**src/verilog/cache_pkg.sv**
```systemverilog
`default_nettype none

package cache_pkg;

    // --------------------
    // geometry
    // --------------------
    localparam int WAYS        = 4;
    localparam int SETS        = 16;
    localparam int SET_BITS    = 4;
    localparam int TAG_BITS    = 8;
    // tag sits above the set index, no offset field
    localparam int ADDR_BITS   = TAG_BITS + SET_BITS;
    localparam int DATA_BITS   = 16;
    localparam int RRPV_BITS   = 2;
    localparam logic [RRPV_BITS-1:0] RRPV_MAX    = '1;
    localparam logic [RRPV_BITS-1:0] RRPV_INSERT = 2'd2;

    // --------------------
    // types
    // --------------------
    typedef logic [ADDR_BITS-1:0] addr_t;
    typedef logic [SET_BITS-1:0]  set_t;
    typedef logic [TAG_BITS-1:0]  tag_t;
    typedef logic [DATA_BITS-1:0] data_t;
    typedef logic [WAYS-1:0]      way_vec_t;
    typedef logic [RRPV_BITS-1:0] rrpv_t;

    typedef enum logic [0:0] {
        OP_FETCH = 1'b0,
        OP_WRITE = 1'b1
    } op_t;

    // request from the PE
    typedef struct packed {
        op_t   op;
        addr_t addr;
        data_t data;
    } req_t;

    // one write-back word to DRAM
    typedef struct packed {
        addr_t addr;
        data_t data;
    } wb_t;

    // per-way bookkeeping
    typedef struct packed {
        logic  valid;
        logic  dirty;
        rrpv_t rrpv;
    } line_state_t;

endpackage

`default_nettype wire

```
**src/verilog/way_array.sv**
```systemverilog
`timescale 1ns/1ps
`default_nettype none

module way_array #(
    parameter type payload_t = cache_pkg::tag_t
) (
    input  wire                   i_clk,
    input  wire  cache_pkg::set_t i_set,
    input  wire                   i_rd_en,
    input  wire                   i_wr_en,
    input  wire  payload_t        i_wr_data,
    output payload_t              o_rd_data
);

    import cache_pkg::*;

    payload_t mem [SETS];

    // registered read, one set per cycle
    always_ff @(posedge i_clk) begin
        if (i_rd_en) begin
            o_rd_data <= mem[i_set];
        end
    end

    always_ff @(posedge i_clk) begin
        if (i_wr_en) begin
            mem[i_set] <= i_wr_data;
        end
    end

    // controller never reads and writes the same cycle
    // since lookups only start from idle
    assert property (@(posedge i_clk)
        !$isunknown({i_rd_en, i_wr_en}) |-> !(i_rd_en && i_wr_en))
        else $error("way_array: read and write in the same cycle");

endmodule

`default_nettype wire

```
**config.mk**
```make
export PLATFORM = sky130hd
export DESIGN_NAME = way_array
export DESIGN_NICKNAME = d
export VERILOG_FILES = /design/src/verilog/cache_pkg.sv /design/src/verilog/way_array.sv
export SDC_FILE = /design/constraint.sdc
export NUM_CORES = 1
export LEC_CHECK = 0
export ABC_AREA = 0
export ABC_CLOCK_PERIOD_IN_PS = 2210
export BUFFER_PORTS_ARGS = -buffer_cell sky130_fd_sc_hd__buf_2
export CORE_MARGIN = 8
export CORE_UTILIZATION = 53
export DETAILED_ROUTE_END_ITERATION = 7
export HOLD_SLACK_MARGIN = 0.02
export PLACE_DENSITY = 0.68
export RECOVER_POWER = 25
export SYNTH_ARGS = -nofsm -noshare
export SYNTH_HDL_FRONTEND = slang
export SYNTH_SLANG_ARGS = --single-unit
export TNS_END_PERCENT = 30
```
**constraint.sdc**
```tcl
create_clock -name i_clk -period 2.21 [get_ports i_clk]
set_input_delay 0.442 -clock i_clk [delete_from_list [all_inputs] [get_ports i_clk]]
set_output_delay 0.442 -clock i_clk [all_outputs]
set_load 0.01 [all_outputs]
```
==> results.ini, run 1 <==
[placed_design]
hpwl_microns=6160
place_area_sq_um=5600
io_buffers=22
gp_congestion=0.802

[power_and_ir_drop]
p_clk_frac=0.423
p_int_w=0.00445
p_sw_w=0.00109
ir_drop_uv=433
p_leak_nw=2.01
cellPowerDensity_nw_per_um2=914
p_seq_frac=0.528
switching_share=0.197
pwr-share-comb=0.049

[sta]
fmax_mhz=646
fin_crit_ns=1.55
period_share=0.701
relSlewSlack=0.531
skew_ns=0.00771
setup_tns_ns=0
slew_viol_final=0
rsz0062_at_grt=no
hold_viol_final=0
final-setup-viol-count=0
tightest_slew_ns=0.704

[logic_synthesis]
syn_nets=245
synthCells=230
synth_seq_cells=136
ys_warn_count=0
synthTopCellsByArea=edfxtp_1 79%, mux4_2 14%, a22oi_1 2.3%
avgSynthCellArea_sq_um=22.4
synth_seq_area_share=0.793
synth_top_area_share=0.793
synth_top_cell_by_area=edfxtp_1
ys_types=17
netlist_area_sq_um=5150

[global_route]
antenna_found_initial=0
grt_max_degree=40
overflow=0
grt_pass1_wl_microns=15500
grt_use_total=0.168
grt_pass1_vias=2624

[floorplan]
start_util=0.537
io_pins=23
die_h_microns=115
fp-row-count=36
core_sq_um=9590
dieArea_sq_um=13100
die_width_microns=115

[clocking]
cts_tree=done
htree_num_levels=4
clkSlewWorstSetupHoldPaths_ns=0.06
clockBufferDepth=2
holdBufCountCts=0
cts_resized=0
insertion_delay_ns=0.53
cts_root_buffer=clkbuf_8
cts_buffers=17
clock-sinks=136
post_cts_buffers=0

[route]
drt-total-wl_microns=9770
drtIter0Drc=174
wl_per_cell_microns=22.9
first_pass_iters=4
drc=0
ant_nets=0
via_count=2449
viasPerCell=5.74

[worst_setup_path]
crit_path_start_kind=flip-flop
crit_path_cell_trace=buf_2
cp_max_fo=1
crit_buf_inv=1
cp_top_family=flip-flops
worst_path_largest_cell_delay_ns=0.41
arrival_ns=1.11
setup.worst_path.class=flip-flop to primary output
slowest_stage=edfxtp_1
endpoint_kind=primary output
cp_data_required_time_ns=1.77

[min_path]
hp-class=primary input to flip-flop

[layout]
layout-drive-gt1-share=0.330
synthToLayoutAreaGrowth_pct=18.0
final_nets=301
diodes=0
finalInstanceArea_sq_um=6070

[run_status]
status=finished clean

[job]
maxCapViolations=0

## flip-flops by register name (all words and copies together), names as in the netlist
signal and cells:
mem 128, o_rd_data 8
## per-stage QoR
step	power [W]	instances	setup WS (ns)	hold slack, ns	util
after CTS	0.00560	427	0.611	0.277	0.634
after floorplan	0.00313	230	0.275	0.541	-
after global routing	0.00572	427	0.579	0.281	0.633
final	0.00555	427	0.661	0.288	0.633
after global placement	0.00325	400	0.204	0.727	0.583
after detailed placement	0.00326	400	0.175	0.724	0.583
## Yosys cell counts (all sizes together)
cell type	instances
a22oi	16
nor3	4
nand2b	2
clkbuf	3
and2	1
nand2	9
mux4	32
nand3b	2
nand3	1
or3b	1
nor2	13
edfxtp	136
buf	8
nor2b	2
## layout by cell type (no fill, tap or decap), drive strengths merged
cell	Yosys	routed
and2	1	1
nand2	9	9
edfxtp	136	136
nand3b	2	2
buf	8	43
nand2b	2	2
nor2b	2	2
clkbuf	3	23
clkinv	0	8
mux4	32	32
nor2	13	13
or3b	1	1
nand3	1	1
bufinv	0	1
nor3	4	4
a22oi	16	16
## cell type report
| cell class | count | area, sq um |
|---|---|---|
| Sequential cell | 136 | 4080 |
| Clock buffer | 18 | 418 |
| Tap cell | 133 | 166 |
| Multi-Input combinational cell | 83 | 1000 |
| Clock inverter | 9 | 63.8 |
| Timing Repair Buffer | 48 | 337 |
| Fill cell | 665 | 3520 |
## worst paths after layout
path                  end  slack [ns]         start  cells after the start
min reg2reg  o_rd_data[7]        0.73    mem[12][7]                      3
max          o_rd_data[0]        0.66  o_rd_data[0]                      1
max reg2reg  o_rd_data[6]        0.67     mem[1][6]                      3
min          o_rd_data[3]        0.29       i_rd_en                      1
## routing by layer
layer | vias up | part of all wire | wire [microns] | global-route usage
met5 | - | 0 | 0 | 0
met2 | 62 | 0.50 | 4860 | 0.264
met4 | 0 | 0.023 | 221 | 0.0887
met1 | 1295 | 0.44 | 4260 | 0.204
li1 | 1075 | - | - | -
met3 | 17 | 0.043 | 417 | 0.0517
## logic make-up (layout without fill, tap and decap cells)
group	Yosys count	in the layout	synth area share
AO/OA/AOI/OAI	16	16	0.0233
buffers and inverters	11	75	0.0117
flip-flops	136	136	0.793
multiplexers	32	32	0.140
AND/OR/NAND/NOR	35	35	0.0316
## power by group through the flow
stage	Sequential, W	Combinational [W]	Clock [W]
2_1_floorplan	0.00298	0.000149	0
3_3_place_gp	0.00298	0.000275	0
3_5_place_dp	0.00298	0.000279	0
4_1_cts	0.00293	0.000280	0.00239
5_1_grt	0.00293	0.000298	0.00249
6_report	0.00293	0.000273	0.00235
## worst register-to-register path: stages (launching register included)
cell and delay [ns]:
edfxtp_1 0.38, mux4_2 0.46, a22oi_1 0.33, nand2_1 0.11
Power figures use the tool's default switching activity.
==> run 2, diff against run 1 <==
ABC_AREA = 1   (was 0)
ABC_CLOCK_PERIOD_IN_PS = 1400   (was 2210)
PLACE_DENSITY = 0.71   (was 0.68)
clock period = 1.4 ns   (was 2.21 ns; I/O delays follow)
==> run 2 against run 1 <==
Net effect:
- combinational power grew 130%
- non-clock buffer count shrank 3
- design area up 12%
- clock-buffer cell count shrank 1
==> results.ini, run 2 <==
[run_status]
status=finished clean

[layout]
diodes=0
largestRegisters=mem (128), o_rd_data (8)
regMostFlops=mem
final_common_cell=nand2_1
largest_reg_flops=128
layout-drive-gt1-share=0.151
final_cell_mix=346 x nand2_1, 136 x edfxtp_1, 21 x inv_1
final_nets=606
synthToLayoutAreaGrowth_pct=20.2

[clocking]
htree_num_levels=4
clockBufferDepth=2
cts_resized=0
cts_tree=done
cts_root_buffer=clkbuf_8
clkSlewWorstSetupHoldPaths_ns=0.06
insertion_delay_ns=0.53
clock-sinks=136
cts_buffers=17

[worst_setup_path]
cp_data_required_time_ns=1.12
reg2regPathDepth=8
r2r_slack_ns=0.21
worst_path_largest_cell_delay_ns=0.42
crit_buf_inv=1
crit_path_cell_trace=buf_2
setup.worst_path.class=flip-flop to primary output
crit_path_start_kind=flip-flop
r2r_start=mem[5][4]
arrival_ns=1.11
slowest_stage=edfxtp_1
cp_max_fo=1
endpoint_kind=primary output
cp_top_family=flip-flops
r2r-end=o_rd_data[4]

[route]
first_pass_iters=4
drc=0
drtIter0Drc=263
viasPerCell=5.15
wl_per_cell_microns=17.4
drt-total-wl_microns=12900
via_count=3803
ant_nets=0

[min_path]
worst_hold_path.endpoint=mem[5][6]
hold_depth=1
hp-start=i_wr_data[6]
hp-class=primary input to flip-flop

[logic_synthesis]
synth_seq_area_share=0.720
ys_types=10
syn_nets=563
synth_edf_count=136
synth_top_cell_by_area=edfxtp_1
synth_seq_cells=136
ys_warn_count=0
synthTopCellsByArea=edfxtp_1 72%, nand2_1 23%, inv_1 1.4%
synth_top_area_share=0.720
avgSynthCellArea_sq_um=10.4
synthCells=548
synth-async-reset-ratio=0
yosysMostFrequentCell=nand2_1
yosys-top-cells-count=346 x nand2_1, 136 x edfxtp_1, 21 x inv_1
netlist_area_sq_um=5670
synth_ff_type=edfxtp_1

[power_and_ir_drop]
p_seq_frac=0.466
switching_share=0.211
p_int_w=0.00782
cellPowerDensity_nw_per_um2=1450
total_power_w=0.00991
p_clk_frac=0.471
p_leak_nw=2.86
pwr-share-comb=0.063
p_sw_w=0.00210
ir_drop_uv=914

[job]
maxCapViolations=0

[floorplan]
fp-row-count=37
core_sq_um=10400
die_width_microns=119
start_util=0.547
dieArea_sq_um=14300
io_pins=23
die_h_microns=119

[placed_design]
hpwl_microns=8150
io_buffers=22
post-place-ws_ns=-0.117
gp_congestion=0.835

[sta]
rsz0062_at_grt=yes
hold_viol_final=0
slew_viol_final=0
tightest_slew_ns=0.911
final-setup-viol-count=0
setup_ws_ns=0.0135
relSlewSlack=0.392
fin_crit_ns=1.39
skew_ns=0.00729
fmax_mhz=721
period_share=0.990

[global_route]
grt_pass1_vias=3828
grt_max_degree=32
antenna_found_initial=0
grt_pass1_wl_microns=20400
overflow=0
grt_use_total=0.189

[run 2: worst max-delay path by stage]
stage	from	end	slack, ns	cells past startpoint
finish	o_rd_data[3]	o_rd_data[3]	0.01	1
global route	o_rd_data[3]	o_rd_data[3]	-0.01	1
CTS	o_rd_data[3]	o_rd_data[3]	-0.008	1
detailed placement	i_set[0]	mem[3][6]	-0.12	5
global placement	i_set[0]	o_rd_data[4]	-0.09	11
floorplan	i_set[0]	mem[10][0]	-0.0005	5
[run 2: logic make-up after synthesis]
| group | after synthesis | share of synthesized area |
|---|---|---|
| buf+inv | 44 | 0.0357 |
| flops | 136 | 0.720 |
| simple gates | 368 | 0.244 |
[run 2: routing by layer]
metal  up-vias  global-route usage  part of all wire
li1       1847                   -                 -
met1      1790               0.233              0.43
met2       144               0.313              0.48
met3        22              0.0468             0.068
met4         0              0.0812             0.022
met5         -                   0                 0
[run 2: timing repair]
| item | 4_1_cts | 5_1_grt |
|---|---|---|
| hold buffers | 0 | 0 |
| buffers inserted | 0 | 0 |
| setup endpoints to repair | 1 | 1 |
| endpoints found under the hold margin | 0 | 0 |
[run 2: area by class of cell]
type                       instances  area (sq um)
tap                              136           170
timing repair buffer              45           313
clock inverter                    14           206
inverter                          23          86.3
sequential                       136          4080
fill                             771          3550
clock buffer                      17           414
multi-input combinational        368          1550
[run 2: through the flow]
stage	hold WS [ns]	std cells	setup TNS, ns	util	cell area (sq um)
after floorplan	0.379	548	-0.0150	-	5840
after global placement	0.648	708	-3.76	0.599	6210
after detailed placement	0.653	708	-6.61	0.599	6210
after CTS	0.102	739	-0.00780	0.658	6830
after global routing	0.201	739	-0.0138	0.658	6820
final	0.199	739	0	0.658	6820
[run 2: power groups by stage]
stage	logic, W	registers (W)	clock network, W
final	0.000627	0.00462	0.00467
after global routing	0.000698	0.00462	0.00489
after CTS	0.000634	0.00462	0.00471
after detailed placement	0.000625	0.00470	0
after global placement	0.000615	0.00469	0
after floorplan	0.000350	0.00470	0
==> run 3, diff against run 2 <==
ABC_CLOCK_PERIOD_IN_PS = 1500   (was 1400)
PLACE_DENSITY = 0.68   (was 0.71)
clock period = 1.5 ns   (was 1.4 ns; I/O delays follow)
==> run 3 against run 2 <==
Net effect:
- utilization shrank 0.89 points
- setup slack better by 0.17 ns
- sequential share of layout area grew 0.82 points
- first-iteration DRC count fell by 5.3%
- register-to-register slack better by 0.14 ns
- clock skew is essentially flat
- critical path type unchanged
- critical path depth is the same
- sequential power down 6.9%
- wire length down 8.9%
- die area unchanged
- combinational power is 12% lower
- non-clock buffer count grew 6
==> results.ini, run 3 (synthesized netlist as in run 2, its figures left out) <==
[run_status]
status=finished clean

[route]
drt-total-wl_microns=11700
viasPerCell=4.95
drtIter0Drc=249
ant_nets=0
first_pass_iters=5
drc=0
via_count=3696
wl_per_cell_microns=15.7

[worst_setup_path]
cp_top_family=flip-flops
crit_path_cell_trace=buf_2
crit_buf_inv=1
arrival_ns=1.02
endpoint_kind=primary output
cp_data_required_time_ns=1.20
cp.depth=1
worst_path_largest_cell_delay_ns=0.36
crit_path_start_kind=flip-flop
setup.worst_path.class=flip-flop to primary output
slowest_stage=edfxtp_1
reg2regPathDepth=8
cp_max_fo=1

[placed_design]
post-place-ws_ns=-0.117
io_buffers=22
gp_congestion=0.839
hpwl_microns=7510

[floorplan]
die_width_microns=119
core_sq_um=10400
io_pins=23
die_h_microns=119
start_util=0.547
dieArea_sq_um=14300
fp-row-count=37

[sta]
hold-worst-slack_ns=0.189
rsz0062_at_grt=no
tightest_slew_ns=0.897
period_share=0.879
final-setup-viol-count=0
setup_ws_ns=0.181
relSlewSlack=0.402
skew_ns=0.00728
slew_viol_final=0
fmax_mhz=758
hold_viol_final=0
fin_crit_ns=1.32
setup_tns_ns=0

[global_route]
grt_pass1_wl_microns=19200
antenna_found_initial=0
overflow=0
grt_pass1_vias=3804
grt_use_total=0.176
grt_max_degree=35

[power_and_ir_drop]
ir_drop_uv=718
cellPowerDensity_nw_per_um2=1250
total_power_w=0.00843
p_leak_nw=2.86

[layout]
synthToLayoutAreaGrowth_pct=18.6
diodes=0
final_cell_mix=346 x nand2_1, 136 x edfxtp_1, 21 x inv_1
regMostFlops=mem
largestRegisters=mem (128), o_rd_data (8)
layout-drive-gt1-share=0.130
final_common_cell=nand2_1
final_nets=612
largest_reg_flops=128

[clocking]
cts_buffers=17
cts_resized=0
insertion_delay_ns=0.52
clkSlewWorstSetupHoldPaths_ns=0.06
cts_tree=done
clock-sinks=136
holdBufCountCts=0
clockBufferDepth=2
post_cts_buffers=0
htree_num_levels=4
cts_root_buffer=clkbuf_8

[min_path]
hp-class=primary input to flip-flop
hold_depth=1

[job]
maxCapViolations=0

-- run 3: cell types whose count changed in the layout (fill, tap and decap cells not counted), moves of 3 or more --
| cell | change |
|---|---|
| buf_12 | +9 |
| nand3_1 | +4 |
| nor2_4 | -16 |
| nor2_1 | +10 |
| clkbuf_1 | +3 |
| clkinv_4 | -3 |
| nor2_2 | +6 |
| buf_4 | -3 |
| bufinv_16 | -4 |
-- run 3: layout make-up --
type / instances / area (sq um)
inverters: 23 / 86.3
multi-input cells: 368 / 1410
fillers: 816 / 3640
clock buffers: 20 / 425
flip-flops and latches: 136 / 4080
repair buffers: 51 / 470
clock inverters: 12 / 85.1
well taps: 136 / 170
-- run 3: routing by layer --
metal,part of all wire,wire (microns),vias to the layer above,global-route usage
li1,-,-,1858,-
met1,0.40,4730,1709,0.222
met2,0.50,5830,116,0.280
met3,0.085,991,13,0.0524
met4,0.014,163,0,0.0718
met5,0,0,-,0
-- run 3: final timing paths --
check	slack (ns)	endpoint	from
setup / recovery	0.18	o_rd_data[7]	o_rd_data[7]
hold / removal	0.19	o_rd_data[0]	i_rd_en
setup reg to reg	0.35	o_rd_data[3]	mem[15][3]
hold reg to reg	0.78	o_rd_data[6]	mem[1][6]
-- run 3: worst register-to-register path, cell delays in order, from the launching register on --
cell and delay (ns):
edfxtp_1 0.37, nand2_1 0.09, nand2_1 0.07, nand2_1 0.06, nand2_1 0.08, nand2_1 0.07
nand2_1 0.06, inv_1 0.05, nand2_1 0.07
-- run 3: stage by stage --
stage	cell area, sq um	utilization	instances
2_1_floorplan	5690	-	548
3_3_place_gp	6220	0.600	714
3_5_place_dp	6220	0.600	714
4_1_cts	6740	0.649	746
5_1_grt	6730	0.649	746
6_report	6730	0.649	746
-- run 3: report_power, final --
group / internal, W / switching [W] / total [W]
Clock: 0.00215 / 0.00143 / 0.00358
Combinational: 0.000174 / 0.000379 / 0.000553
Sequential: 0.00428 / 0.0000190 / 0.00430
Total: 0.00661 / 0.00182 / 0.00843
