--- config.mk ---
export PLATFORM = sky130hd
export DESIGN_NAME = rrip_state
export DESIGN_NICKNAME = d
export VERILOG_FILES = /design/src/verilog/cache_pkg.sv /design/src/verilog/rrip_state.sv
export SDC_FILE = /design/constraint.sdc
export NUM_CORES = 1
export LEC_CHECK = 0
export BUFFER_PORTS_ARGS = -buffer_cell sky130_fd_sc_hd__buf_2
export CAP_MARGIN = 5
export CORE_UTILIZATION = 30
export DETAILED_ROUTE_END_ITERATION = 16
export PLACE_DENSITY = 0.42
export SYNTH_ARGS = -nofsm -noshare
export SYNTH_HDL_FRONTEND = slang
export SYNTH_SLANG_ARGS = --single-unit
--- constraint.sdc ---
create_clock -name i_clk -period 7.75 [get_ports i_clk]
set_input_delay 0.775 -clock i_clk [delete_from_list [all_inputs] [get_ports i_clk]]
set_output_delay 0.775 -clock i_clk [all_outputs]
set_load 0.02 [all_outputs]
--- src/verilog/cache_pkg.sv ---
`default_nettype none

package cache_pkg;

    // --------------------
    // geometry
    // --------------------
    localparam int WAYS        = 4;
    localparam int SETS        = 16;
    localparam int SET_BITS    = 4;
    localparam int TAG_BITS    = 8;
    // tag sits above the set index, no offset field
    localparam int ADDR_BITS   = TAG_BITS + SET_BITS;
    localparam int DATA_BITS   = 16;
    localparam int RRPV_BITS   = 2;
    localparam logic [RRPV_BITS-1:0] RRPV_MAX    = '1;
    localparam logic [RRPV_BITS-1:0] RRPV_INSERT = 2'd2;

    // --------------------
    // types
    // --------------------
    typedef logic [ADDR_BITS-1:0] addr_t;
    typedef logic [SET_BITS-1:0]  set_t;
    typedef logic [TAG_BITS-1:0]  tag_t;
    typedef logic [DATA_BITS-1:0] data_t;
    typedef logic [WAYS-1:0]      way_vec_t;
    typedef logic [RRPV_BITS-1:0] rrpv_t;

    typedef enum logic [0:0] {
        OP_FETCH = 1'b0,
        OP_WRITE = 1'b1
    } op_t;

    // request from the PE
    typedef struct packed {
        op_t   op;
        addr_t addr;
        data_t data;
    } req_t;

    // one write-back word to DRAM
    typedef struct packed {
        addr_t addr;
        data_t data;
    } wb_t;

    // per-way bookkeeping
    typedef struct packed {
        logic  valid;
        logic  dirty;
        rrpv_t rrpv;
    } line_state_t;

endpackage

`default_nettype wire

--- src/verilog/rrip_state.sv ---
`timescale 1ns/1ps
`default_nettype none

module rrip_state (
    input  wire                          i_clk,
    input  wire                          i_nreset,
    input  wire  cache_pkg::set_t        i_set,
    input  wire                          i_update,
    input  wire  cache_pkg::way_vec_t    i_update_way,
    input  wire                          i_update_hit,
    input  wire                          i_set_dirty,
    output cache_pkg::way_vec_t          o_victim,
    output cache_pkg::line_state_t       o_victim_state,
    output cache_pkg::way_vec_t          o_valid
);

    import cache_pkg::*;

    line_state_t [WAYS-1:0] lines_q [SETS];
    line_state_t [WAYS-1:0] cur;
    rrpv_t                  max_rrpv;
    logic                   found;

    assign cur = lines_q[i_set];

    always_comb begin
        for (int w = 0; w < WAYS; w++) begin
            o_valid[w] = cur[w].valid;
        end
    end

    // --------------------
    // victim choice
    // --------------------
    always_comb begin
        max_rrpv = '0;
        found    = 1'b0;
        o_victim = '0;
        for (int w = 0; w < WAYS; w++) begin
            if (cur[w].rrpv > max_rrpv) begin
                max_rrpv = cur[w].rrpv;
            end
        end
        // lowest invalid way first
        for (int w = 0; w < WAYS; w++) begin
            if (!found && !cur[w].valid) begin
                o_victim[w] = 1'b1;
                found       = 1'b1;
            end
        end
        // otherwise lowest way at the largest rrpv
        for (int w = 0; w < WAYS; w++) begin
            if (!found && cur[w].rrpv == max_rrpv) begin
                o_victim[w] = 1'b1;
                found       = 1'b1;
            end
        end
        o_victim_state = '0;
        for (int w = 0; w < WAYS; w++) begin
            if (o_victim[w]) begin
                o_victim_state = cur[w];
            end
        end
    end

    // --------------------
    // srrip update
    // --------------------
    always_ff @(posedge i_clk) begin
        if (!i_nreset) begin
            for (int s = 0; s < SETS; s++) begin
                lines_q[s] <= '0;
            end
        end else if (i_update) begin
            for (int w = 0; w < WAYS; w++) begin
                if (i_update_way[w]) begin
                    lines_q[i_set][w].valid <= 1'b1;
                    // a fetch hit keeps whatever dirty bit was there
                    lines_q[i_set][w].dirty <= i_set_dirty | (i_update_hit & cur[w].dirty);
                    lines_q[i_set][w].rrpv  <= i_update_hit ? '0 : RRPV_INSERT;
                end else if (cur[w].valid && cur[w].rrpv != RRPV_MAX) begin
                    lines_q[i_set][w].rrpv <= cur[w].rrpv + 1'b1;
                end
            end
        end
    end

    assert property (@(posedge i_clk) disable iff (!i_nreset)
        !$isunknown(i_set) |-> $onehot(o_victim))
        else $error("rrip_state: victim vector not one-hot");

endmodule

`default_nettype wire

==> results of run 1 <==
-- final timing paths --
check / start / end / slack, ps / depth (start not counted)
setup / recovery: i_set[1] / o_victim_state[0] / 500 / 27
hold / removal: lines_q[14][3]$_SDFFE_PP1N_ / lines_q[14][3]$_SDFFE_PP1N_ / 450 / 2
setup reg to reg: lines_q[11][12]$_DFFE_PP_ / lines_q[7][13]$_DFFE_PP_ / 4370 / 9
hold reg to reg: lines_q[14][3]$_SDFFE_PP1N_ / lines_q[14][3]$_SDFFE_PP1N_ / 450 / 2
-- per-stage QoR --
stage	area [sq um]	power, mW	hold WS [ps]
3_5_place_dp	13000	1.91	435
6_report	13900	3.22	447
5_1_grt	13900	3.35	462
3_3_place_gp	13000	1.91	436
2_1_floorplan	12500	1.81	418
4_1_cts	13900	3.26	449
-- metal layers --
layer | GRT usage | vias to the layer above
met3 | 0.0261 | 45
met5 | 0 | -
met4 | 0.0331 | 2
met1 | 0.225 | 4150
met2 | 0.282 | 164
li1 | - | 3974
-- kinds of logic after synthesis --
logic type / Yosys count / share of synthesized area
adders and majority gates: 15 / 0.0151
and+or+nand+nor: 554 / 0.176
xor gates and xnor gates: 4 / 0.00342
DFF: 256 / 0.566
muxes: 82 / 0.141
buffers and inverters: 107 / 0.0403
AOI/OAI and AO/OA: 119 / 0.0591
-- layout make-up --
class,count,area share
flip-flops and latches,256,0.506
multi-input cells,774,0.353
clock buffers,44,0.0607
well taps,532,0.0478
repair buffers,46,0.0210
clock inverters,12,0.00620
inverters,17,0.00458
-- placed cells by master (no fill, tap or decap), drive strengths merged, types with 15 or more instances in the layout --
master and n:
ha 15, o21ai 66, inv 18, a21oi 18, dfxtp 64, nor2 218, nand2 288, mux4 70
edfxtp 192, buf 46, clkbuf 44
-- report_power, final --
| part | switching, mW | total [mW] | internal (mW) |
|---|---|---|---|
| clock network | 0.559 | 1.34 | 0.784 |
| registers | 0.0131 | 1.52 | 1.51 |
| logic | 0.228 | 0.355 | 0.128 |
| total | 0.800 | 3.22 | 2.42 |
-- repair_timing --
| action | 4_1_cts | 5_1_grt |
|---|---|---|
| setup endpoints to repair | 0 | 1 |
| resized for setup | 0 | 1 |
| buffers inserted | 0 | 0 |
-- worst reg2reg max path, stage by stage (launching register included) --
cell      delay [ps]
edfxtp_1         380
mux4_2           470
mux2i_1          350
a21o_1           320
inv_1            170
ha_1             210
nor4b_1          490
nor2_1           100
buf_4            230
o21ai_0          320
==> metrics.csv, run 1 <==
metric,value,unit
finalNonFillerCells,1681,
top_layer,met5,
htree_levels,1,
syn_nets,1165,
slowest_delay,600,ps
timing.final.ws_setup,503,ps
wl_per_cell,20.5,um
synth-edff-count,192,
cts_tree,built,
initial_utilization,0.304,
ios,25,
first_iter_violations,665,
skew,14.5,ps
cp_num_buf_inv,6,
fp.dieArea,42300,sq um
final_nets,1153,
die_x,206,um
maxSlewViolCount,0,
yosysSeqAreaShare,0.566,
port_buffers,24,
core-area,40900,sq um
largest_reg_flops,256,
cts-root-buf,clkbuf_16,
grt_max_degree,69,
synth_cells,1137,
grt_pass1_vias,8226,
period_share,0.935,
grtUsageTotal,0.167,
cts.clk_slew.worst_paths,60,ps
clk-insertion-delay-late,560,ps
yosysMostFrequentCell,nand2_1,
top_regs,lines_q x256,
crit_path_top_delay_cell,mux4_1,
synth.avg_cell_area,11.0,sq um
vias,8335,
ir_worst_vdd,0.140,mV
layout_min_cycle_time,7250,ps
die_y,206,um
worst_setup_path_end_kind,output pin,
gp_congestion,0.816,
critPathLaunchType,primary input,
synthFlopType,edfxtp_1,
relSlewSlack,0.250,
dp_cells,1625,
drive_above_1_share,0.142,
outcome,finished clean,
yosysTopAreaCell,edfxtp_1,
post-place-ws,387,ps
rsz0062_at_grt,no,
finalSetupTns,0,ps
hold_class,reg -> reg,
wirelength,34500,um
critical_path_arrival,6470,ps
routed_via_density,4.96,
ant_nets,0,
clockBufferDepth,3,
worstSetupPathType,in -> out,
gr-total-overflow,0,
wl_met2,16900,um
p_per_area,231,nW/um^2
cp_max_fo,15,
fp-row-count,74,
fillCellCount,4155,
numCtsBuffers,30,
cap_violations,0,
critPathTopFamily,compound AO/OA/AOI/OAI gates,
drc,0,
ff_latch_area,7050,sq um
leakagePower,5.39,nW
clock.fmax,138,MHz
async_flop_share,0,
synth_seq_cells,256,
num_antenna_cells,0,
ys.warnings.count,0,
antenna_found_initial,1,
wl_met1,15700,um
worstPathRequired,6970,ps
area_growth,11.7,%
setup_viol,0,
grt_pass1_wl,52300,um
ys_types,51,
clock-sinks,256,
multi_input_area,4920,sq um
dr_wl_met3,1310,um
ctsHoldBuffers,0,
post-dp-hpwl,23400,um
syn_area,12500,sq um
yosysTopAreaCellShare,0.463,
ys_top_cells_by_count,"nand2_1, nor2_1, edfxtp_1",
report.final.hold_viol_count,0,
dr.pass1.iters,5,
top_register,lines_q,
tightest_slew,1120,ps
utilization,0.340,
yosys-top-cells-area,"edfxtp_1, mux4_2, dfxtp_1",
No activity file was read; power rests on OpenSTA's default activity.
==> inputs of run 2 (changes only) <==
--- a/config.mk
+++ b/config.mk
@@ -7,9 +7,10 @@
 export LEC_CHECK = 0
 export BUFFER_PORTS_ARGS = -buffer_cell sky130_fd_sc_hd__buf_2
 export CAP_MARGIN = 5
-export CORE_UTILIZATION = 30
+export CORE_UTILIZATION = 63
 export DETAILED_ROUTE_END_ITERATION = 16
-export PLACE_DENSITY = 0.42
+export PLACE_DENSITY = 0.78
+export RECOVER_POWER = 50
 export SYNTH_ARGS = -nofsm -noshare
 export SYNTH_HDL_FRONTEND = slang
 export SYNTH_SLANG_ARGS = --single-unit
==> run 2 against run 1 <==
  * The flow now finishes with violations (capacitance limit, slew limit)
  * Clock skew is 6.9 ps higher
  * Via count is 4.5% higher
  * Utilization is 35 points higher
  * Non-clock buffer count is 4 lower
  * Worst hold slack better by 2.6 ps
  * Critical path type unchanged
  * Largest cell class unchanged
  * Highest routed layer is now met4
==> metrics.csv, run 2 (same netlist as run 1, synthesis figures left out) <==
metric,value,unit
outcome,"complete, but fails checks",
violations,"capacitance limit, slew limit",
p_int,2.26,mW
worstSetupPathType,in -> out,
reg2reg_to,lines_q[1][13]$_DFFE_PP_,
cts.clk_slew.worst_paths,60,ps
critical_path_arrival,6520,ps
final_cell_mix,"nand2_1, nor2_1, edfxtp_1",
placed_area,12600,sq um
htree_levels,1,
tightest_slew,3600,ps
grtUsageTotal,0.300,
skew,21.4,ps
maxSlewViolCount,149,
switching_share,0.242,
drive_above_1_share,0.129,
p_per_area,224,nW/um^2
seq_power_share,0.510,
die_x,143,um
area_growth,7.16,%
top_regs,lines_q x256,
core-area,19400,sq um
wirelength,29100,um
cts-root-buf,clkbuf_16,
port_buffers,24,
clockBufferDepth,3,
crit_path_start,i_set[3],
worstPathRequired,6970,ps
numCtsBuffers,25,
cp_num_buf_inv,8,
postLayoutCellArea,13300,sq um
num_antenna_cells,0,
first_iter_violations,1011,
leakagePower,5.26,nW
ctsHoldBuffers,0,
ir_worst_vdd,0.134,mV
fp-row-count,51,
ios,25,
reg2regPathDepth,8,
power.total,2.98,mW
relSlewSlack,-1.40,
post-dp-hpwl,19600,um
fp.dieArea,20300,sq um
crit_end,o_victim_state[0],
grt_max_degree,90,
worst-path-stages,28,
cap_violations,2,
cp_max_fo,20,
layout_min_cycle_time,7290,ps
die_y,143,um
cts_tree,built,
cpMostUsedCell,inv_1,
multi_input_area,4910,sq um
critPathTopFamily,multiplexers,
pwr-share-clk,0.375,
power_frac_comb,0.115,
clk-insertion-delay-late,530,ps
wl_per_cell,20.8,um
critPathLaunchType,primary input,
mostFrequentLayoutCell,nand2_1,
ff_latch_area,7050,sq um
largest_reg_flops,256,
hold_class,reg -> reg,
vias,8709,
ant_nets,0,
report.final.hold_viol_count,0,
finalSetupTns,0,ps
setup_viol,0,
timing.rr.start,lines_q[11][12]$_DFFE_PP_,
dr.pass1.iters,5,
rsz0062_at_grt,no,
top_register,lines_q,
crit_path_top_delay_cell,mux4_2,
antenna_found_initial,0,
grt_pass1_vias,8494,
worst_setup_path_end_kind,output pin,
p_sw,0.722,mW
routed_via_density,6.23,
final_nets,1144,
gp_congestion,0.891,
grt_pass1_wl,45700,um
gr-total-overflow,0,
fillCellCount,1360,
drc,0,
slowest_delay,440,ps
period_share,0.941,
clock.fmax,137,MHz
initial_utilization,0.642,
rrSetupSlack,4090,ps
clock-sinks,256,
## run 2: final cells by class
type                       instances  share of cell area
clock inverter                     7             0.00272
sequential                       256               0.528
multi-input combinational        774               0.368
inverter                          17             0.00478
tap                              265              0.0248
timing repair buffer              42              0.0188
clock buffer                      38              0.0528
## run 2: worst min path at each step
stage | start | to | cells after the start | slack, ps
after floorplan | lines_q[14][3]$_SDFFE_PP1N_ | lines_q[14][3]$_SDFFE_PP1N_ | 2 | 420
after global placement | lines_q[14][3]$_SDFFE_PP1N_ | lines_q[14][3]$_SDFFE_PP1N_ | 2 | 430
after detailed placement | lines_q[15][7]$_SDFFE_PP1N_ | lines_q[15][7]$_SDFFE_PP1N_ | 2 | 440
after CTS | lines_q[15][7]$_SDFFE_PP1N_ | lines_q[15][7]$_SDFFE_PP1N_ | 2 | 450
after global routing | lines_q[12][11]$_SDFFE_PP1N_ | lines_q[12][11]$_SDFFE_PP1N_ | 2 | 470
final | lines_q[11][11]$_SDFFE_PP1N_ | lines_q[11][11]$_SDFFE_PP1N_ | 2 | 450
## run 2: worst reg2reg max path, cell delays in order, from the launching register on
cell      delay, ps
edfxtp_1        410
mux4_2          500
mux2i_1         220
a21o_1          310
inv_1           170
ha_1            210
nor4b_1         600
nor2_1          450
o21ai_0         430
## run 2: power by group through the flow
stage | clock network (mW) | registers [mW] | logic [mW]
after floorplan | 0 | 1.54 | 0.263
after global placement | 0 | 1.55 | 0.328
after detailed placement | 0 | 1.55 | 0.333
after CTS | 1.12 | 1.52 | 0.335
after global routing | 1.17 | 1.53 | 0.371
final | 1.12 | 1.52 | 0.343
## run 2: through the flow
stage / utilization / hold WS [ps] / instances / setup WS [ps]
2_1_floorplan: - / 418 / 1137 / 913
3_3_place_gp: 0.650 / 431 / 1354 / 493
3_5_place_dp: 0.650 / 435 / 1354 / 340
4_1_cts: 0.688 / 450 / 1399 / 303
5_1_grt: 0.688 / 468 / 1399 / 51.3
6_report: 0.688 / 449 / 1399 / 457
## run 2: per-layer routing
metal / wire, um / GRT usage / vias to the layer above
li1: - / - / 3938
met1: 11700 / 0.425 / 4232
met2: 13900 / 0.485 / 466
met3: 2710 / 0.0419 / 73
met4: 828 / 0.0934 / 0
met5: 0 / 0 / -
## run 2: timing repair
item,4_1_cts,5_1_grt
resized for setup,0,1
buffers inserted,0,0
endpoints found under the setup margin,0,3
==> inputs of run 3 (changes only) <==
--- a/config.mk
+++ b/config.mk
@@ -7,9 +7,10 @@
 export LEC_CHECK = 0
 export BUFFER_PORTS_ARGS = -buffer_cell sky130_fd_sc_hd__buf_2
 export CAP_MARGIN = 5
+export CORE_MARGIN = 2
 export CORE_UTILIZATION = 63
 export DETAILED_ROUTE_END_ITERATION = 16
-export PLACE_DENSITY = 0.78
+export PLACE_DENSITY = 0.77
 export RECOVER_POWER = 50
 export SYNTH_ARGS = -nofsm -noshare
 export SYNTH_HDL_FRONTEND = slang
==> run 3 against run 2 <==
  * The flow still finishes with violations (capacitance limit, slew limit)
  * Sequential share of layout area down 0.47 points
  * Critical path depth down 1
  * Flip-flop and latch count unchanged
  * Via count up 1.5%
  * Routed wire length up 0.63%
  * Die area up 2.8%
  * Largest power group unchanged
==> metrics.csv, run 3 (same netlist as run 1, synthesis figures left out) <==
metric,value,unit
violations,"capacitance limit, slew limit",
cts-root-buf,clkbuf_16,
post-place-ws,351,ps
relSlewSlack,-1.64,
grtUsageTotal,0.287,
clock.fmax,137,MHz
grt_pass1_wl,45500,um
numCtsBuffers,27,
wirelength,29300,um
fp-row-count,51,
ctsHoldBuffers,0,
rsz0062_at_grt,no,
setup_viol,0,
wl_per_cell,20.9,um
tightest_slew,3960,ps
ios,25,
top_regs,lines_q x256,
ir_worst_vdd,0.170,mV
drc,0,
cp_max_fo,24,
hold_class,reg -> reg,
gp_congestion,0.952,
reg2regPathDepth,8,
fillCellCount,1347,
cts.clk_slew.worst_paths,50,ps
min_path_cells,2,
hold_path.startpoint,lines_q[14][3]$_SDFFE_PP1N_,
largest_reg_flops,256,
vias,8843,
first_iter_violations,1249,
cts_tree,built,
fp.dieArea,20900,sq um
drive_above_1_share,0.136,
core-area,19500,sq um
dr.pass1.iters,5,
final_nets,1143,
finalSetupTns,0,ps
utilization,0.692,
layout_min_cycle_time,7320,ps
reg2reg_to,lines_q[13][12]$_DFFE_PP_,
timing.rr.start,lines_q[1][12]$_DFFE_PP_,
htree_levels,1,
hold_end,lines_q[14][3]$_SDFFE_PP1N_,
mostFrequentLayoutCell,nand2_1,
top_register,lines_q,
gr-total-overflow,0,
initial_utilization,0.640,
hold_ws,440,ps
clockBufferDepth,3,
die_x,145,um
worstPathRequired,6970,ps
p_per_area,234,nW/um^2
cts.repair.resized,0,
antenna_found_initial,0,
critPathLaunchType,primary input,
cts_setup_buffers,0,
grt_max_degree,100,
area_growth,8.13,%
outcome,"complete, but fails checks",
final_cell_mix,"nand2_1, nor2_1, edfxtp_1",
timing.final.ws_setup,425,ps
grt_pass1_vias,8458,
num_antenna_cells,0,
clk-insertion-delay-late,540,ps
rrSetupSlack,4120,ps
power.total,3.15,mW
die_y,145,um
critical_path_arrival,6550,ps
period_share,0.945,
report.final.hold_viol_count,0,
worstSetupPathType,in -> out,
clock-sinks,256,
worst_setup_path_end_kind,output pin,
ant_nets,0,
maxSlewViolCount,200,
leakagePower,5.32,nW
post-dp-hpwl,19500,um
cap_violations,2,
port_buffers,24,
skew,10.8,ps
routed_via_density,6.31,
## run 3: layout make-up
type	count	area (sq um)	area share
Clock inverter	16	144	0.0107
Multi-Input combinational cell	774	4910	0.365
Sequential cell	256	7050	0.523
Tap cell	265	332	0.0246
Clock buffer	34	742	0.0551
Timing Repair Buffer	39	226	0.0168
Inverter	17	63.8	0.00474
## run 3: how the worst max path moves through the flow
stage	from	end	slack (ps)	cells past startpoint
floorplan	i_set[1]	o_victim_state[2]	910	28
global placement	i_set[1]	o_victim_state[0]	540	27
detailed placement	i_set[1]	o_victim_state[0]	350	26
CTS	i_set[1]	o_victim_state[0]	340	27
global route	i_set[1]	o_victim_state[0]	40	27
finish	i_set[1]	o_victim_state[0]	430	27
## run 3: worst max-delay path: stages
cell and delay (ps):
buf_4 340, mux4_1 600, mux2i_1 200, nand2_1 80, a21bo_2 270, ha_1 160
nand2b_1 130, ha_1 250, o22ai_1 180, mux4_2 440, inv_1 110, ha_1 220
inv_1 70, o22ai_2 120, nor2_1 130, a21oi_1 60, ha_1 280, inv_1 30
o22ai_1 280, inv_1 130, and2_1 210, a211oi_4 300, mux2i_2 340, o22ai_2 180
a211o_1 290, a22o_1 190, buf_2 150
## run 3: power breakdown
part | switching, mW | internal (mW)
clock | 0.534 | 0.746
combinational | 0.219 | 0.128
sequential | 0.0132 | 1.51
total | 0.766 | 2.38
## run 3: layer usage
metal,track usage,vias up,share of wire
li1,-,3943,-
met1,0.410,4322,0.40
met2,0.456,509,0.48
met3,0.0474,69,0.10
met4,0.0910,0,0.024
met5,0,-,0
## run 3: stage by stage
stage,std cells,instance area (sq um)
4_1_cts,1401,13500
3_5_place_dp,1351,12600
2_1_floorplan,1137,12500
5_1_grt,1401,13500
6_report,1401,13500
3_3_place_gp,1351,12600
