[src/verilog/cache_pkg.sv]
`default_nettype none

package cache_pkg;

    // --------------------
    // geometry
    // --------------------
    localparam int WAYS        = 4;
    localparam int SETS        = 16;
    localparam int SET_BITS    = 4;
    localparam int TAG_BITS    = 8;
    // tag sits above the set index, no offset field
    localparam int ADDR_BITS   = TAG_BITS + SET_BITS;
    localparam int DATA_BITS   = 16;
    localparam int RRPV_BITS   = 2;
    localparam logic [RRPV_BITS-1:0] RRPV_MAX    = '1;
    localparam logic [RRPV_BITS-1:0] RRPV_INSERT = 2'd2;

    // --------------------
    // types
    // --------------------
    typedef logic [ADDR_BITS-1:0] addr_t;
    typedef logic [SET_BITS-1:0]  set_t;
    typedef logic [TAG_BITS-1:0]  tag_t;
    typedef logic [DATA_BITS-1:0] data_t;
    typedef logic [WAYS-1:0]      way_vec_t;
    typedef logic [RRPV_BITS-1:0] rrpv_t;

    typedef enum logic [0:0] {
        OP_FETCH = 1'b0,
        OP_WRITE = 1'b1
    } op_t;

    // request from the PE
    typedef struct packed {
        op_t   op;
        addr_t addr;
        data_t data;
    } req_t;

    // one write-back word to DRAM
    typedef struct packed {
        addr_t addr;
        data_t data;
    } wb_t;

    // per-way bookkeeping
    typedef struct packed {
        logic  valid;
        logic  dirty;
        rrpv_t rrpv;
    } line_state_t;

endpackage

`default_nettype wire

[src/verilog/bank_ctrl.sv]
`timescale 1ns/1ps
`default_nettype none

module bank_ctrl (
    input  wire                          i_clk,
    input  wire                          i_nreset,
    // pe side
    input  wire  cache_pkg::req_t        i_req,
    input  wire                          i_req_valid,
    output logic                         o_req_ready,
    output cache_pkg::data_t             o_pe_data,
    output logic                         o_pe_valid,
    input  wire                          i_pe_ready,
    // dram side
    output cache_pkg::wb_t               o_dram_wr,
    output logic                         o_dram_wr_valid,
    input  wire                          i_dram_wr_ready,
    output cache_pkg::addr_t             o_dram_rd_addr,
    output logic                         o_dram_rd_req,
    input  wire  cache_pkg::data_t       i_dram_rd_data,
    input  wire                          i_dram_rd_valid,
    // arrays
    output cache_pkg::set_t              o_set,
    output logic                         o_rd_en,
    output cache_pkg::way_vec_t          o_tag_wr,
    output cache_pkg::way_vec_t          o_data_wr,
    output cache_pkg::tag_t              o_wr_tag,
    output cache_pkg::data_t             o_wr_data,
    input  wire                          i_hit,
    input  wire  cache_pkg::way_vec_t    i_hit_way,
    input  wire  cache_pkg::data_t       i_hit_data,
    input  wire  cache_pkg::way_vec_t    i_victim,
    input  wire  cache_pkg::line_state_t i_victim_state,
    input  wire  cache_pkg::tag_t        i_victim_tag,
    input  wire  cache_pkg::data_t       i_victim_data,
    // replacement state
    output logic                         o_update,
    output cache_pkg::way_vec_t          o_update_way,
    output logic                         o_update_hit,
    output logic                         o_set_dirty
);

    import cache_pkg::*;

    typedef enum logic [2:0] {IDLE, LOOKUP, WRITEBACK, REFILL, RESPOND} state_t;

    state_t   state;
    state_t   state_nxt;
    req_t     req_q;
    way_vec_t victim_q;
    wb_t      wb_q;
    data_t    pe_data_q;
    logic     accept;
    logic     is_fetch;
    logic     victim_dirty;

    assign o_req_ready  = (state == IDLE);
    assign accept       = i_req_valid & o_req_ready;
    assign is_fetch     = (req_q.op == OP_FETCH);
    assign victim_dirty = i_victim_state.valid & i_victim_state.dirty;

    // incoming set while idle, latched set afterwards
    assign o_set     = (state == IDLE) ? i_req.addr[SET_BITS-1:0] : req_q.addr[SET_BITS-1:0];
    assign o_rd_en   = accept;
    assign o_wr_tag  = req_q.addr[ADDR_BITS-1:SET_BITS];
    assign o_wr_data = (state == REFILL) ? i_dram_rd_data : req_q.data;

    assign o_pe_data       = pe_data_q;
    assign o_pe_valid      = (state == RESPOND);
    assign o_dram_wr       = wb_q;
    assign o_dram_wr_valid = (state == WRITEBACK);
    assign o_dram_rd_addr  = req_q.addr;
    assign o_dram_rd_req   = (state == REFILL);

    always_comb begin
        state_nxt    = state;
        o_tag_wr     = '0;
        o_data_wr    = '0;
        o_update     = 1'b0;
        o_update_way = '0;
        o_update_hit = 1'b0;
        o_set_dirty  = 1'b0;
        case (state)
            // --------------------
            IDLE: begin
                if (accept) begin
                    state_nxt = LOOKUP;
                end
            end
            // --------------------
            LOOKUP: begin
                if (i_hit) begin
                    o_update     = 1'b1;
                    o_update_way = i_hit_way;
                    o_update_hit = 1'b1;
                    if (is_fetch) begin
                        state_nxt = RESPOND;
                    end else begin
                        o_data_wr   = i_hit_way;
                        o_set_dirty = 1'b1;
                        state_nxt   = IDLE;
                    end
                end else if (victim_dirty) begin
                    state_nxt = WRITEBACK;
                end else if (is_fetch) begin
                    state_nxt = REFILL;
                end else begin
                    // write miss into a clean victim, no refill
                    o_tag_wr     = i_victim;
                    o_data_wr    = i_victim;
                    o_update     = 1'b1;
                    o_update_way = i_victim;
                    o_set_dirty  = 1'b1;
                    state_nxt    = IDLE;
                end
            end
            // --------------------
            WRITEBACK: begin
                if (i_dram_wr_ready) begin
                    if (is_fetch) begin
                        state_nxt = REFILL;
                    end else begin
                        o_tag_wr     = victim_q;
                        o_data_wr    = victim_q;
                        o_update     = 1'b1;
                        o_update_way = victim_q;
                        o_set_dirty  = 1'b1;
                        state_nxt    = IDLE;
                    end
                end
            end
            // --------------------
            REFILL: begin
                if (i_dram_rd_valid) begin
                    o_tag_wr     = victim_q;
                    o_data_wr    = victim_q;
                    o_update     = 1'b1;
                    o_update_way = victim_q;
                    state_nxt    = RESPOND;
                end
            end
            // --------------------
            RESPOND: begin
                if (i_pe_ready) begin
                    state_nxt = IDLE;
                end
            end
            default: state_nxt = IDLE;
        endcase
    end

    always_ff @(posedge i_clk) begin
        if (!i_nreset) begin
            state <= IDLE;
        end else begin
            state <= state_nxt;
        end
    end

    // request, victim and response payload
    always_ff @(posedge i_clk) begin
        if (accept) begin
            req_q <= i_req;
        end
        if (state == LOOKUP && !i_hit) begin
            victim_q <= i_victim;
        end
        if (state == LOOKUP && !i_hit && victim_dirty) begin
            wb_q.addr <= {i_victim_tag, req_q.addr[SET_BITS-1:0]};
            wb_q.data <= i_victim_data;
        end
        if (state == LOOKUP && i_hit) begin
            pe_data_q <= i_hit_data;
        end else if (state == REFILL && i_dram_rd_valid) begin
            pe_data_q <= i_dram_rd_data;
        end
    end

    assert property (@(posedge i_clk) disable iff (!i_nreset)
        o_pe_valid && !i_pe_ready |=> o_pe_valid && $stable(o_pe_data))
        else $error("bank_ctrl: response dropped or changed before handshake");

endmodule

`default_nettype wire

[config.mk]
export PLATFORM = sky130hd
export DESIGN_NAME = bank_ctrl
export DESIGN_NICKNAME = d
export VERILOG_FILES = /design/src/verilog/cache_pkg.sv /design/src/verilog/bank_ctrl.sv
export SDC_FILE = /design/constraint.sdc
export NUM_CORES = 1
export LEC_CHECK = 0
export BUFFER_PORTS_ARGS = -buffer_cell sky130_fd_sc_hd__buf_2
export CORE_MARGIN = 2
export CORE_UTILIZATION = 23
export DETAILED_ROUTE_END_ITERATION = 12
export PLACE_DENSITY = 0.52
export SYNTH_ARGS = -nofsm -noshare
export SYNTH_HDL_FRONTEND = slang
export SYNTH_SLANG_ARGS = --single-unit
[constraint.sdc]
create_clock -name i_clk -period 2 [get_ports i_clk]
set_input_delay 0.5 -clock i_clk [delete_from_list [all_inputs] [get_ports i_clk]]
set_output_delay 0.5 -clock i_clk [all_outputs]
set_load 0.01 [all_outputs]
==> run metrics, run 1 <==
Worst IR Drop VDD roughly 0.35 mV; Clock Skew 0.006494 ns; Routability Congestion 0.7961; worst-path fanout max 6; crit-path cells and3b_1 > o21a_2 > a221o_1 > buf_2; most frequent cells after synthesis edfxtp_1 (77), buf_4 (20), mux2_1 (20); gate count of the mapped netlist between 200 and 250; CP startpoint kind flip-flop; die height about 130 µm; Final Util 0.3722; root buf cell clkbuf_16; Final Worst Setup Slack -0.1934 ns; DRC Markers 0; Pre-antenna DRT Iters 4; initial detailed-routing violation count 82; Clock Latency Late Sink approximately 0.34 ns; CP endpoint kind primary output; Yosys top cell area share 0.6602; slew margin rel. 0.7646; worst min path class in -> reg; CP top delay family compound AO/OA/AOI/OAI gates; detailed placement HPWL 7354 µm; failing checks negative setup slack; num rows between 40 and 50; die area roughly 16000 µm²; Wirelength per Cell approximately 16 µm; Syn. warnings 0; hold violation count in the final report 0; via count approximately 2700; EDFF count, synth between 70 and 80; Worst-path clk slew 0.06 ns; fraction of layout cells with a size suffix above 1 0.7036; FFs w/ async S/R, synth 0; top cells by area, synth edfxtp_1 (66%), mux2_1 (6.4%), mux2_4 (5.1%); clock tree sinks 80; unrepaired setup endpoints after global routing yes; RR Startpoint state[1]; most common cell in the synthesized netlist edfxtp_1; CTS tree yes; GRT Resource Usage Total 0.1248; Yosys top cell by area edfxtp_1; P&R area growth vs syn 59.77%; Cell Area, Synth 3502 µm²; DP Area 4787 µm²; crit path kind reg -> out; nets around 540; H-tree depth 3; minimum clock period between 2 and 2.5 ns; Antenna Nets Post-Route 0; Final setup viols 36; PortBufs 205; Overall Power 4868 µW; largest net degree at the start of global routing 29; synthesis-stage register bit count 80; start point of the critical path req_q[28]; Leakage roughly 0.0025 µW; Data arrival, critical path 1.69 ns; Die X 127.4 µm; Synth cell types 44; maximum clock path buffer count 2; grt ovf 0; drt total wl around 10000 µm; final worst path period share 1.097; total CTS buffers 9; core area 15030 µm²; Vias/cell approximately 4.3; status complete, but fails checks; mean area per synthesized cell around 17 µm²; PwrDens a little under 900 nW/µm²; register area share after synthesis 0.6774; maxcap violations 0; main flop type after synthesis edfxtp_1; Slew Viols, Final 0; first-pass GRT wire length about 15000 µm; post-synthesis net count between 300 and 400; Worst Max-Slew Pin Slew 0.3442 ns; vias in the first global route roughly 2800; Hold-fix buffers, CTS 0; initial antenna violation count 0; final instance area approximately 5600 µm²; Slowest-stage cell, CP edfxtp_1; delay of the slowest critical-path stage approximately 0.42 ns; Initial Utilization 0.2330; # IOs ~210; hold wc startpoint i_req[1]; crit path buf inv count 1; Crit path required time roughly 1.5 ns; FMAX approximately 0.46 GHz
==> per-stage QoR <==
| stage | cells | worst slack (ns) | hold WS (ns) | TNS [ns] |
|---|---|---|---|---|
| finish | 631 | -0.1934 | 0.3297 | -4.389 |
| global route | 630 | -0.2662 | 0.3125 | -6.415 |
| CTS | 626 | -0.2315 | 0.3108 | -5.375 |
| detailed placement | 599 | -0.06745 | 0.4728 | -0.4170 |
| global placement | 599 | -0.06448 | 0.4563 | -0.2317 |
| floorplan | 209 | 0.07730 | 0.4471 | 0 |
==> power by group <==
| part | leakage, µW | internal, µW | switching [µW] | total, µW |
|---|---|---|---|---|
| combinational | 0.00160 | 653 | 542 | 1190 |
| clock | 0.000136 | 954 | 664 | 1620 |
| sequential | 0.000738 | 2000 | 52.9 | 2060 |
==> path summary, 6_finish.rpt <==
path,endpoint,cells past startpoint,slack (ns)
worst max-delay path,o_update_way[1],4,-0.19
worst min-delay path,req_q[1],1,0.33
worst max register to register,o_pe_data[2],6,0.06
worst min register to register,o_dram_wr[16],0,0.50
==> final cells by class <==
| class | count | area [µm²] |
|---|---|---|
| Inverter | 4 | 17.52 |
| Fill cell | 1460 | 9438 |
| Sequential cell | 80 | 2381 |
| Antenna cell | 1 | 2.502 |
| Clock inverter | 7 | 61.31 |
| Multi-Input combinational cell | 98 | 1097 |
| Tap cell | 188 | 235.2 |
| Timing Repair Buffer | 244 | 1575 |
| Clock buffer | 9 | 225.2 |
==> cells in the final DEF (no fill, tap or decap), types with 3 or more instances in the layout <==
cell	instances
buf_2	178
mux2_4	32
o211ai_1	4
nand3b_1	4
inv_1	3
buf_12	4
buf_4	25
clkinv_1	4
nand2b_1	5
a221o_1	3
mux2_1	4
a21oi_1	4
edfxtp_1	77
and3_4	3
clkbuf_16	9
nand2_8	3
nand3_1	3
buf_6	37
==> metal layers <==
metal	track usage	wire, µm	part of all wire	vias up
li1	-	-	-	1252
met1	0.1457	4068	0.40	1314
met2	0.2136	5202	0.51	112
met3	0.03224	653	0.065	12
met4	0.06076	188	0.019	0
met5	0	0	0	-
==> what timing repair did <==
item	in CTS	in global routing
endpoints found under the hold margin	0	0
resized for setup	71	14
pin swaps	16	7
endpoints found under the setup margin	38	40
gates cloned	2	0
setup buffers	9	5
==> cell families after synthesis <==
group	after synthesis	share of synthesized area
AND/OR/NAND/NOR	36	0.07503
AO/OA/AOI/OAI	24	0.05431
multiplexers	36	0.1286
flip-flops	80	0.6774
buffers and inverters	33	0.06466
==> sequential cells by signal, summed over array words and instances, names as in the netlist <==
name and count:
req_q 17, state 3, o_dram_wr 28, victim_q 4, o_dram_rd_addr 12, o_pe_data 16
(Power assumes the default switching activity.)
==> run 2, diff against run 1 <==
SKIP_LAST_GASP = 1   (was not set)
==> run metrics, run 2 (same netlist as run 1, synthesis figures left out) <==
status complete, but fails checks; failing checks negative setup slack; Clock Skew about 0.0059 ns; root buf cell clkbuf_16; worst hold endpoint req_q[1]; vias in the first global route about 2800; final worst path period share 1.097; Pre-antenna DRT Iters 4; Crit path required time around 1.5 ns; worst-path fanout max 6; P&R area growth vs syn 59.59%; Worst IR Drop VDD about 0.34 mV; initial detailed-routing violation count 69; Final setup viols 36; via count roughly 2700; # IOs 208; commonest non-fill, non-tap cell in the layout buf_2; Worst-path clk slew ~0.06 ns; maximum clock path buffer count 2; fraction of layout cells with a size suffix above 1 0.7036; PwrDens just under 900 nW/µm²; worst reg-to-reg setup slack 0.07 ns; CP top delay family compound AO/OA/AOI/OAI gates; Initial Utilization 0.2330; RR Startpoint state[1]; crit path buf inv count 1; unrepaired setup endpoints after global routing yes; Overall Power 4867 µW; flip-flop count of the largest register after layout 28; detailed placement HPWL approximately 7400 µm; Data arrival, critical path around 1.7 ns; FMAX ~0.46 GHz; worst hold slack ~0.33 ns; minimum clock period 2.194 ns; crit-path cells and3b_1 > o21a_2 > a221o_1 > buf_2; hold wc startpoint i_req[1]; maxcap violations 0; num rows 45; die area roughly 16000 µm²; Routability Congestion ~0.80; slew margin rel. 0.7628; CP startpoint kind flip-flop; delay of the slowest critical-path stage ~0.42 ns; GRT Resource Usage Total 0.1248; drt total wl between 10000 and 15000 µm; nets ~540; Die X 127.4 µm; hold violation count in the final report 0; Vias/cell roughly 4.3; largest net degree at the start of global routing 29; crit path kind reg -> out; Worst Max-Slew Pin Slew 0.3468 ns; DRC Markers 0; Final Worst Setup Slack -0.1944 ns; H-tree depth 3; worst min path class in -> reg; most frequent cells in the layout buf_2 (179), edfxtp_1 (77), buf_6 (36); capturing point of the worst reg2reg path o_pe_data[2]; Slew Viols, Final 0; CTS tree yes; clock tree sinks 80; worst hold stages 1; Place WS -0.06745 ns; first-pass GRT wire length 14980 µm; initial antenna violation count 0; Antenna Nets Post-Route 0; core area 15030 µm²; die height 127.4 µm; CP endpoint kind primary output; PortBufs a little over 200; Wirelength per Cell 16.08 µm; Slowest-stage cell, CP edfxtp_1; grt ovf 0; Leakage between 0.002 and 0.0025 µW; Clock Latency Late Sink roughly 0.34 ns; Hold-fix buffers, CTS 0; total CTS buffers 9; Reg2Reg Depth 6
-- run 2: worst max path at each step --
stage	endpoint	cells past startpoint	start
detailed placement	o_update_way[2]	5	i_dram_wr_ready
global placement	o_update_way[2]	5	i_dram_wr_ready
global route	o_data_wr[0]	6	state[2]
finish	o_update_way[1]	4	req_q[28]
CTS	o_update_way[2]	4	req_q[28]
floorplan	o_rd_en	3	state[0]
-- run 2: where the power goes --
part	internal, µW	switching, µW	leakage (µW)	total [µW]
clock	954	665	0.000136	1620
combinational	650	542	0.00160	1190
sequential	2000	53.4	0.000738	2060
total	3610	1260	0.00247	4870
-- run 2: layout make-up --
class / instances / area [µm²]
antenna: 1 / 2.502
clock buffer: 9 / 225.2
clock inverter: 7 / 61.31
fill: 1458 / 9444
inverter: 4 / 17.52
multi-input combinational: 98 / 1097
sequential: 80 / 2381
tap: 188 / 235.2
timing repair buffer: 244 / 1569
-- run 2: layer usage --
metal  global-route usage  vias up  wire length [µm]
li1                     -     1257                 -
met2               0.2145      109              5225
met4              0.06076        0               197
met3              0.03224       17               608
met1               0.1449     1309              4117
met5                    0        -                 0
-- run 2: metrics by stage --
stage	setup TNS [ns]	utilization	cell area, µm²	cells
after floorplan	0	-	3505	209
after global placement	-0.2317	0.3184	4787	599
after detailed placement	-0.4170	0.3184	4787	599
after CTS	-5.884	0.3659	5500	626
after global routing	-6.444	0.3716	5587	630
final	-4.351	0.3718	5589	631
-- run 2: what timing repair did --
action | 4_1_cts | 5_1_grt
buffers inserted | 9 | 5
gates cloned | 2 | 0
endpoints found under the setup margin | 38 | 70
resized for setup | 70 | 14
pin swaps | 16 | 7
==> run 3, diff against run 2 <==
REMOVE_ABC_BUFFERS = 1   (was not set)
==> run metrics, run 3 (same netlist as run 1, synthesis figures left out) <==
status complete, but fails checks; failing checks negative setup slack; CP endpoint kind primary output; final worst path period share 1.100; die height about 130 µm; flip-flop count of the largest register after layout 28; Antenna Nets Post-Route 0; Initial Utilization 0.2330; drt total wl ~10000 µm; largest net degree at the start of global routing 29; Final Worst Setup Slack -0.2008 ns; Worst Max-Slew Pin Slew 0.4603 ns; Clock Skew approximately 0.005 ns; Overall Power approximately 5000 µW; maxcap violations 0; first-pass GRT wire length 15420 µm; via count 2662; Layout Cells excl Fill 623; Final setup viols 34; initial antenna violation count 1; # IOs roughly 210; H-tree depth 3; Worst IR Drop VDD around 0.33 mV; PortBufs 205; root buf cell clkbuf_16; ANT cells 0; Hold-fix buffers, CTS 0; Crit path required time ~1.5 ns; Leakage roughly 0.0024 µW; clock tree sinks 80; Clock Latency Late Sink roughly 0.33 ns; Worst-path clk slew ~0.060 ns; maximum clock path buffer count 2; Pre-antenna DRT Iters 4; grt ovf 0; fraction of layout cells with a size suffix above 1 0.7011; Slew Viols, Final 0; total CTS buffers 9; CTS tree yes; CP startpoint kind flip-flop; Vias/cell 4.273; Routability Congestion around 0.81; P&R area growth vs syn 58.23%; nets 534; start point of the critical path req_q[28]; detailed placement HPWL 7326 µm; die area around 16000 µm²; crit path kind reg -> out; FMAX 0.4544 GHz; Data arrival, critical path 1.70 ns; slew margin rel. 0.6924; worst min path class in -> reg; GRT Resource Usage Total 0.1257; core area around 15000 µm²; hold violation count in the final report 0; Wirelength per Cell between 15 and 20 µm; num rows 45; hold wc startpoint i_req[11]; commonest non-fill, non-tap cell in the layout buf_2; RR Startpoint state[1]; Die X between 100 and 150 µm; initial detailed-routing violation count 103; minimum clock period 2.201 ns; vias in the first global route between 2000 and 3000; Fill cells about 1500; Inst Count DP a little under 600; PwrDens roughly 890 nW/µm²; DRC Markers 0; unrepaired setup endpoints after global routing yes; worst-path fanout max 7; most frequent cells in the layout buf_2 (182), edfxtp_1 (77), mux2_4 (32)
==> run 3: layer usage <==
layer  routed length (µm)  vias to the layer above  GRT usage  share of wire
li1                     -                     1235          -              -
met1                 4252                     1300     0.1484           0.41
met2                 5225                      109     0.2120           0.50
met3                  670                       16    0.04020          0.064
met4                  227                        2    0.05107          0.022
met5                   13                        -          0         0.0013
==> run 3: path summary, 6_finish.rpt <==
check	endpoint	slack [ns]	cells past startpoint
setup / recovery	o_update_way[2]	-0.20	5
hold / removal	req_q[11]	0.34	1
setup reg to reg	o_pe_data[0]	0.10	6
hold reg to reg	o_dram_wr[18]	0.48	0
==> run 3: what timing repair did <==
| action | in CTS | in global routing |
|---|---|---|
| buffers inserted | 11 | 3 |
| gates cloned | 2 | 0 |
| pin swaps | 7 | 3 |
| resized for setup | 70 | 12 |
| setup endpoints to repair | 53 | 38 |
==> run 3: report_power, final <==
group,internal (µW),switching (µW),total [µW]
combinational,628,542,1170
clock,1090,637,1730
sequential,2000,50.2,2050
total,3720,1230,4950
==> run 3: through the flow <==
stage / setup TNS (ns) / utilization / hold slack (ns) / setup WS (ns) / instance area, µm²
after CTS: -5.409 / 0.3647 / 0.3226 / -0.2263 / 5483
after global routing: -6.739 / 0.3686 / 0.3192 / -0.2832 / 5542
after floorplan: -22.20 / - / 0.5166 / -0.4327 / 3291
after global placement: -0.8671 / 0.3149 / 0.4607 / -0.06022 / 4735
after detailed placement: -1.566 / 0.3149 / 0.4610 / -0.07978 / 4735
final: -4.234 / 0.3686 / 0.3370 / -0.2008 / 5542
==> run 3: final cells by class <==
type	count	area [µm²]	area share
Clock buffer	12	236.5	0.04267
Tap cell	188	235.2	0.04245
Inverter	4	27.53	0.004967
Sequential cell	80	2381	0.4297
Clock inverter	4	68.82	0.01242
Timing Repair Buffer	237	1484	0.2678
Multi-Input combinational cell	98	1109	0.2000
==> run 3: critical path, stage by stage (launching register included) <==
cell and delay [ns]:
edfxtp_1 0.43, buf_4 0.17, a21boi_4 0.16, and3_4 0.20, a221o_1 0.26, buf_2 0.15
